`src/source/mips_config.svh`:
```
// mips core configuration: reset vector, word width and register count
`ifndef MIPS_CONFIG_SVH
`define MIPS_CONFIG_SVH

// first fetch address after reset (kseg1 boot rom)
`define RESET_VECTOR 32'hBFC00000

// width of registers, the alu and both data buses
`define DATA_WIDTH 32

// number of general purpose registers, $zero included
`define REG_COUNT 32

// register numbers brought out as debug taps
`define REG_V0 2
`define REG_V3 3

`endif

```
`src/source/mips_pkg.sv`:
```
// mips core package: opcode and funct encodings, instruction views, control word
package mips_pkg;

  typedef enum logic [5:0] {
    op_special = 6'h00, // r-type, decoded further by funct
    op_j       = 6'h02,
    op_beq     = 6'h04,
    op_bne     = 6'h05,
    op_addiu   = 6'h09,
    op_ori     = 6'h0d,
    op_lui     = 6'h0f,
    op_lw      = 6'h23,
    op_sw      = 6'h2b
  } opcode_t;

  typedef enum logic [5:0] {
    fn_addu = 6'h21,
    fn_subu = 6'h23,
    fn_and  = 6'h24,
    fn_or   = 6'h25,
    fn_slt  = 6'h2a
  } funct_t;

  typedef enum logic [2:0] {
    alu_add    = 3'd0,
    alu_sub    = 3'd1,
    alu_and    = 3'd2,
    alu_or     = 3'd3,
    alu_slt    = 3'd4,
    alu_pass_b = 3'd5 // lui, immediate already shifted
  } alu_op_t;

  typedef struct packed {
    opcode_t     opcode;
    logic [4:0]  rs;
    logic [4:0]  rt;
    logic [4:0]  rd;
    logic [4:0]  shamt;
    funct_t      funct;
  } r_format_t;

  typedef struct packed {
    opcode_t     opcode;
    logic [4:0]  rs;
    logic [4:0]  rt;
    logic [15:0] imm;
  } i_format_t;

  typedef struct packed {
    opcode_t     opcode;
    logic [25:0] target;
  } j_format_t;

  // one fetched word, read through whichever format the opcode implies
  typedef union packed {
    r_format_t r;
    i_format_t i;
    j_format_t j;
  } instruction_t;

  typedef struct packed {
    logic    reg_write;
    logic    dest_rd;      // write rd instead of rt
    logic    alu_src_imm;
    logic    imm_zero_ext;
    logic    imm_upper;    // lui
    alu_op_t alu_op;
    logic    mem_read;
    logic    mem_write;
    logic    branch_eq;
    logic    branch_ne;
    logic    jump;
  } control_t;

endpackage

```
`src/source/register_file.sv`:
```
// register file: two combinational read ports, one clocked write port, debug taps
`timescale 1ns/1ps
`include "mips_config.svh"

module register_file (
  input  logic                   clk,
  input  logic                   reset,
  input  logic                   write_enable,
  input  logic [4:0]             read_addr_a,
  input  logic [4:0]             read_addr_b,
  input  logic [4:0]             write_addr,
  input  logic [`DATA_WIDTH-1:0] write_data,
  output logic [`DATA_WIDTH-1:0] read_data_a,
  output logic [`DATA_WIDTH-1:0] read_data_b,
  output logic [`DATA_WIDTH-1:0] reg_v0,
  output logic [`DATA_WIDTH-1:0] reg_v3
);

  logic [`DATA_WIDTH-1:0] regs [`REG_COUNT];

  always_ff @(posedge clk) begin
    if (reset) begin
      for (int i = 0; i < `REG_COUNT; i++) begin
        regs[i] <= '0;
      end
    end else if (write_enable && write_addr != 5'd0) begin // $zero is never written
      regs[write_addr] <= write_data;
    end
  end

  // $zero reads back as zero on both ports
  assign read_data_a = (read_addr_a == 5'd0) ? '0 : regs[read_addr_a];
  assign read_data_b = (read_addr_b == 5'd0) ? '0 : regs[read_addr_b];

  // debug taps
  assign reg_v0 = regs[`REG_V0];
  assign reg_v3 = regs[`REG_V3];

endmodule

```
`src/source/program_counter.sv`:
```
// program counter: reset vector load and next pc selection for branch and jump
`timescale 1ns/1ps
`include "mips_config.svh"

module program_counter import mips_pkg::*; (
  input  logic                   clk,
  input  logic                   reset,
  input  logic                   run,
  input  control_t               control,
  input  instruction_t           instr,
  input  logic                   zero,
  output logic [`DATA_WIDTH-1:0] pc
);

  logic [`DATA_WIDTH-1:0] pc_plus4;
  logic [`DATA_WIDTH-1:0] branch_offset;
  logic [`DATA_WIDTH-1:0] branch_target;
  logic [`DATA_WIDTH-1:0] jump_target;
  logic [`DATA_WIDTH-1:0] next_pc;
  logic                   take_branch;

  assign pc_plus4 = pc + `DATA_WIDTH'd4;

  // sign extended word offset, shifted left 2
  assign branch_offset = {{(`DATA_WIDTH-18){instr.i.imm[15]}}, instr.i.imm, 2'b00};
  assign branch_target = pc_plus4 + branch_offset;

  // region of pc+4, 26-bit word index, byte alignment
  assign jump_target = {pc_plus4[31:28], instr.j.target, 2'b00};

  assign take_branch = (control.branch_eq && zero) || (control.branch_ne && !zero);

  // no delay slot, a taken branch redirects the very next fetch
  always_comb begin
    if (control.jump) begin
      next_pc = jump_target;
    end else if (take_branch) begin
      next_pc = branch_target;
    end else begin
      next_pc = pc_plus4;
    end
  end

  always_ff @(posedge clk) begin
    if (reset) begin
      pc <= `RESET_VECTOR;
    end else if (run) begin // run low holds the fetch address
      pc <= next_pc;
    end
  end

endmodule

```
`src/source/instruction_decoder.sv`:
```
// instruction decoder: maps opcode and funct onto the control word
`timescale 1ns/1ps

module instruction_decoder import mips_pkg::*; (
  input  instruction_t instr,
  output control_t     control
);

  always_comb begin
    control = '0; // anything not listed below is a no-op

    case (instr.r.opcode)
      op_special: begin
        control.reg_write = 1'b1;
        control.dest_rd   = 1'b1;
        case (instr.r.funct)
          fn_addu: control.alu_op = alu_add;
          fn_subu: control.alu_op = alu_sub;
          fn_and:  control.alu_op = alu_and;
          fn_or:   control.alu_op = alu_or;
          fn_slt:  control.alu_op = alu_slt;
          default: control = '0; // includes sll $0,$0,0, the canonical nop
        endcase
      end
      op_addiu: begin
        control.reg_write   = 1'b1;
        control.alu_src_imm = 1'b1;
        control.alu_op      = alu_add;
      end
      op_ori: begin
        control.reg_write    = 1'b1;
        control.alu_src_imm  = 1'b1;
        control.imm_zero_ext = 1'b1;
        control.alu_op       = alu_or;
      end
      op_lui: begin
        control.reg_write   = 1'b1;
        control.alu_src_imm = 1'b1;
        control.imm_upper   = 1'b1;
        control.alu_op      = alu_pass_b;
      end
      op_lw: begin
        control.reg_write   = 1'b1;
        control.alu_src_imm = 1'b1;
        control.alu_op      = alu_add; // base + offset
        control.mem_read    = 1'b1;
      end
      op_sw: begin
        control.alu_src_imm = 1'b1;
        control.alu_op      = alu_add;
        control.mem_write   = 1'b1;
      end
      op_beq:  control.branch_eq = 1'b1;
      op_bne:  control.branch_ne = 1'b1;
      op_j:    control.jump = 1'b1;
      default: control = '0;
    endcase
  end

endmodule

```
`src/source/execute_unit.sv`:
```
// execute unit: immediate forming, alu, equality compare and write-back select
`timescale 1ns/1ps
`include "mips_config.svh"

module execute_unit import mips_pkg::*; (
  input  instruction_t           instr,
  input  control_t               control,
  input  logic [`DATA_WIDTH-1:0] operand_a,
  input  logic [`DATA_WIDTH-1:0] operand_b,
  input  logic [`DATA_WIDTH-1:0] load_data,
  output logic [`DATA_WIDTH-1:0] result,
  output logic [`DATA_WIDTH-1:0] data_addr,
  output logic                   zero
);

  logic [`DATA_WIDTH-1:0] imm;
  logic [`DATA_WIDTH-1:0] alu_b;
  logic [`DATA_WIDTH-1:0] alu_out;

  always_comb begin
    if (control.imm_upper) begin
      imm = {instr.i.imm, {(`DATA_WIDTH-16){1'b0}}}; // lui, shift left 16
    end else if (control.imm_zero_ext) begin
      imm = {{(`DATA_WIDTH-16){1'b0}}, instr.i.imm};
    end else begin
      imm = {{(`DATA_WIDTH-16){instr.i.imm[15]}}, instr.i.imm};
    end
  end

  assign alu_b = control.alu_src_imm ? imm : operand_b;

  // addu/subu wrap silently, no overflow trap
  always_comb begin
    case (control.alu_op)
      alu_add:    alu_out = operand_a + alu_b;
      alu_sub:    alu_out = operand_a - alu_b;
      alu_and:    alu_out = operand_a & alu_b;
      alu_or:     alu_out = operand_a | alu_b;
      alu_slt:    alu_out = {{(`DATA_WIDTH-1){1'b0}}, $signed(operand_a) < $signed(alu_b)};
      alu_pass_b: alu_out = alu_b;
      default:    alu_out = '0;
    endcase
  end

  // branch compare works on the raw register values
  assign zero = (operand_a == operand_b);

  assign data_addr = alu_out; // effective address for lw and sw
  assign result    = control.mem_read ? load_data : alu_out;

endmodule

```
`src/source/mips_core.sv`:
```
// single-cycle mips32 subset core with big-endian to little-endian data swap
`timescale 1ns/1ps
`include "mips_config.svh"

module mips_core import mips_pkg::*; (
  input  logic                   clk,
  input  logic                   reset,
  input  logic                   run,
  input  logic [`DATA_WIDTH-1:0] instr_data,
  input  logic [`DATA_WIDTH-1:0] data_rdata,
  output logic [`DATA_WIDTH-1:0] instr_addr,
  output logic [`DATA_WIDTH-1:0] data_addr,
  output logic [`DATA_WIDTH-1:0] data_wdata,
  output logic                   data_write,
  output logic [`DATA_WIDTH-1:0] reg_v0,
  output logic [`DATA_WIDTH-1:0] reg_v3
);

  instruction_t           instr;
  control_t               control;
  logic [`DATA_WIDTH-1:0] read_data_a;
  logic [`DATA_WIDTH-1:0] read_data_b;
  logic [`DATA_WIDTH-1:0] load_data;
  logic [`DATA_WIDTH-1:0] write_back;
  logic [4:0]             write_addr;
  logic                   reg_write_en;
  logic                   zero;

  // memory holds words little-endian, the core works big-endian
  function automatic logic [31:0] byte_swap(input logic [31:0] word);
    return {word[7:0], word[15:8], word[23:16], word[31:24]};
  endfunction

  assign instr = instr_data;

  assign write_addr   = control.dest_rd ? instr.r.rd : instr.r.rt;
  assign reg_write_en = control.reg_write & run; // stalled cycles leave state alone
  assign data_write   = control.mem_write & run;

  assign data_wdata = byte_swap(read_data_b); // sw stores rt
  assign load_data  = byte_swap(data_rdata);

  register_file u_register_file (
    .clk          (clk),
    .reset        (reset),
    .write_enable (reg_write_en),
    .read_addr_a  (instr.r.rs),
    .read_addr_b  (instr.r.rt),
    .write_addr   (write_addr),
    .write_data   (write_back),
    .read_data_a  (read_data_a),
    .read_data_b  (read_data_b),
    .reg_v0       (reg_v0),
    .reg_v3       (reg_v3)
  );

  program_counter u_program_counter (
    .clk     (clk),
    .reset   (reset),
    .run     (run),
    .control (control),
    .instr   (instr),
    .zero    (zero),
    .pc      (instr_addr)
  );

  instruction_decoder u_instruction_decoder (
    .instr   (instr),
    .control (control)
  );

  execute_unit u_execute_unit (
    .instr     (instr),
    .control   (control),
    .operand_a (read_data_a),
    .operand_b (read_data_b),
    .load_data (load_data),
    .result    (write_back),
    .data_addr (data_addr),
    .zero      (zero)
  );

endmodule

```
`config.mk`:
```
export PLATFORM = sky130hd
export DESIGN_NAME = mips_core
export DESIGN_NICKNAME = d
export VERILOG_FILES = /design/src/source/mips_pkg.sv /design/src/source/register_file.sv /design/src/source/program_counter.sv /design/src/source/instruction_decoder.sv /design/src/source/execute_unit.sv /design/src/source/mips_core.sv
export VERILOG_INCLUDE_DIRS = /design/src /design/src/source
export SDC_FILE = /design/constraint.sdc
export NUM_CORES = 2
export LEC_CHECK = 0
export BUFFER_PORTS_ARGS = -buffer_cell sky130_fd_sc_hd__buf_2
export CORE_MARGIN = 2
export CORE_UTILIZATION = 30
export DETAILED_ROUTE_END_ITERATION = 12
export SYNTH_ARGS = -nofsm -noshare
export SYNTH_HDL_FRONTEND = slang
export SYNTH_SLANG_ARGS = --single-unit
```
`constraint.sdc`:
```
create_clock -name clk -period 7.7 [get_ports clk]
set_input_delay 1.155 -clock clk [delete_from_list [all_inputs] [get_ports clk]]
set_output_delay 1.155 -clock clk [all_outputs]
set_load 0.005 [all_outputs]
```
==> flow_summary.yaml <==
critical_path:
  rr_worst_depth: 23
  end_kind: "output port"
  crit_required_ns: 6.55
  rrSetupSlack_ns: 1.57
  critPathLaunchType: "input port"
  crit_path_max_fanout: 15
  worstSetupPathType: "input port to output port"
  crit_arrival_ns: 6.51
  rr_startpoint: "u_register_file.regs[27][0]$_SDFFCE_PN0P_"
  r2r-end: "u_register_file.regs[13][16]$_SDFFCE_PN0P_"
floorplanning:
  io_pins: 228
  die_h_um: 458
  core_um2: 205000
  die_area_um2: 210000
  die-width_um: 458
  floorplan.initialDensity_pct: 30.2
  row_count: 166
global_routing:
  antenna_found_initial: 17
  grt_pass1_vias: 48600
  grt_max_degree: 45
  grt.total_usage_pct: 25.6
  grt_pass1_wl_mm: 380
  grt-ovfl-total: 0
clocking:
  numCtsBuffers: 109
  clock-sinks: 1054
  root_buffer: "clkbuf_16"
  tritoncts: "done"
  clock_latency_ns: 0.79
  cts_max_path_buffers: 3
  clk_pin_slew_ns: 0.06
  htreeDepth: 3
timing:
  skew_ns: 0.0660
  layout_min_cycle_time_ns: 7.67
  drv_slew: 0
  hold_violations: 0
  fmax_mhz: 130
  maxSlewHeadroom_pct: 25.1
  setup_ws_ns: 0.0307
  setup_viol: 0
  fin_crit_sh_pct: 99.6
  worstMarginPinSlew_ns: 1.12
yosys:
  ys_types: 87
  synth_simple_gate_area_share_pct: 12.3
  synth-edff-count: 1024
  synth_compound_area_share_pct: 8.33
  yosys-top-cells-area: "edfxtp_1 (50%), mux4_2 (15%), nor2_1 (6.1%)"
  synth.cell_area_um2: 61800
  synth_seq_area_share_pct: 50.7
  synth_most_common_cell: "edfxtp_1"
  synth_warnings: 0
  synth_top_family_by_area: "multiplexers"
  yosys.area_share.xor_xnor_pct: 1.21
  synth_top_flop_cell: "edfxtp_1"
  synth.ff_latch_count: 1054
  syn_inst: 5089
  synthTopCellsByCount: "edfxtp_1 (1024), nor2_1 (1005), mux4_2 (424)"
  syn_area_per_cell_um2: 12.1
  synth_fa_ha_area_share_pct: 2.73
  synth_top_area_cell: "edfxtp_1"
  synth_top_area_share_pct: 49.8
  ys_async_sr_fraction_pct: 0
  synth_mux_area_share_pct: 19.9
power_and_ir_drop:
  p_leak_uw: 0.0271
  p_per_area_nw_per_um2: 232
  ir_drop_mv: 0.204
outcome:
  status: "completed"
min_path:
  whs_endpoint: "u_program_counter.pc[31]$_SDFFE_PP1P_"
  min_path_type: "flip-flop to flip-flop"
  holdCritStartpoint: "u_program_counter.pc[31]$_SDFFE_PP1P_"
  min_path_cells: 2
place:
  dp_hpwl_mm: 186
  gp_congestion: 0.965
  preCtsSetupSlack_ns: -0.210
  io_buffers: 225
route:
  wire_per_inst_um: 33.5
  postRouteAntennaNets: 0
  vias: 50500
  totalWireLength_mm: 276
  drcViolationCount: 0
  drt_first_iter_violations: 8741
  routed_via_density: 6.12
  first_pass_iters: 8
finish:
  fin_util_pct: 35.6
  nNetsFinal: 5662
  drive_gt1_share_pct: 26.8
  areaGrowthSynthToFinish_pct: 18.0
flow_run:
  drv_cap: 0
==> placed cells by master (no fill, tap or decap), types with 45 or more instances in the layout <==
master        n
buf_4       417
clkbuf_16   110
a21oi_1     104
a22oi_1     115
nand4_1      76
nand2_1     230
nor2_1      999
buf_2       217
mux4_2      424
mux2i_1     216
o21ai_0      97
xor2_1       45
edfxtp_1   1024
inv_1       145
ha_1        129
a211oi_1     62
nand2_2      55
buf_12       61
nand3_1      65
o22a_1       59
nor3_1      183
==> worst max path at each step <==
stage / start / endpoint
floorplan: instr_data[26] / data_addr[30]
global placement: instr_data[17] / data_addr[30]
detailed placement: instr_data[17] / data_addr[30]
CTS: instr_data[17] / data_addr[30]
global route: instr_data[16] / data_addr[30]
finish: instr_data[17] / data_addr[16]
==> registers in the layout, indices dropped and copies added, names as in the netlist <==
signal / flops
u_register_file.regs: 1024
u_program_counter.pc: 30
==> where the power goes <==
part	internal [uW]	switching, uW
logic	1660	3170
registers	6480	131
clock network	2990	2460
total	11100	5760
==> cell type report <==
type                            count  area [um^2]
Fill cell                       19900       132000
Multi-Input combinational cell   3442        28400
Inverter                          146          548
Clock buffer                      133         2850
Timing Repair Buffer              709         5650
Antenna cell                        9         22.5
Tap cell                         2688         3360
Clock inverter                     70          716
Sequential cell                  1054        31400
==> layer usage <==
| layer | part of all wire (%) | GRT usage, % | routed length [um] | up-vias |
|---|---|---|---|---|
| li1 | - | - | - | 20000 |
| met1 | 36 | 32.8 | 100000 | 25300 |
| met2 | 43 | 38.1 | 118000 | 4209 |
| met3 | 14 | 8.55 | 38800 | 955 |
| met4 | 6.6 | 13.7 | 18300 | 18 |
| met5 | 0.054 | 0 | 150 | - |
==> cell families (layout without fill, tap and decap cells) <==
kind of cell / count (synthesis) / count (layout)
buffers and inverters: 626 / 1058
XOR/XNOR: 85 / 85
AND/OR/NAND/NOR: 1776 / 1776
flip-flops: 1054 / 1054
adder cells (fa/ha/maj): 133 / 133
multiplexers: 695 / 695
other: 1 / 43
AO/OA/AOI/OAI: 719 / 719
==> worst max-delay path, cell delays in order <==
cell and delay, ns:
buf_4 0.15, or3_2 0.56, buf_12 0.20, o22a_1 0.24
nand4_1 0.23, and3_4 0.28, a22o_1 0.16, inv_1 0.07
fa_1 0.45, nor2b_1 0.16, o21bai_1 0.23, a21oi_2 0.11
o211ai_1 0.43, buf_4 0.21, o21ai_0 0.12, buf_4 0.15
o31ai_1 0.44, o31a_1 0.23, o221ai_1 0.13, nand2_1 0.11
nand3_1 0.38, buf_2 0.28
==> through the flow <==
step	std cells	power [uW]	hold slack [ns]	TNS [ns]	cell area [um^2]
finish	8251	16900	0.529	0	72900
global route	8243	17300	0.564	-0.00923	72900
CTS	8242	16700	0.537	0	72700
detailed placement	8035	11400	0.526	-0.280	69000
global placement	8035	11300	0.511	-0.182	69000
floorplan	5122	9050	0.511	0	61900
==> what timing repair did <==
item,4_1_cts,5_1_grt
resized for setup,13,45
endpoints found under the setup margin,4,13
hold buffers,0,0
pin swaps,3,8
setup buffers,4,0
(Power assumes the default switching activity.)
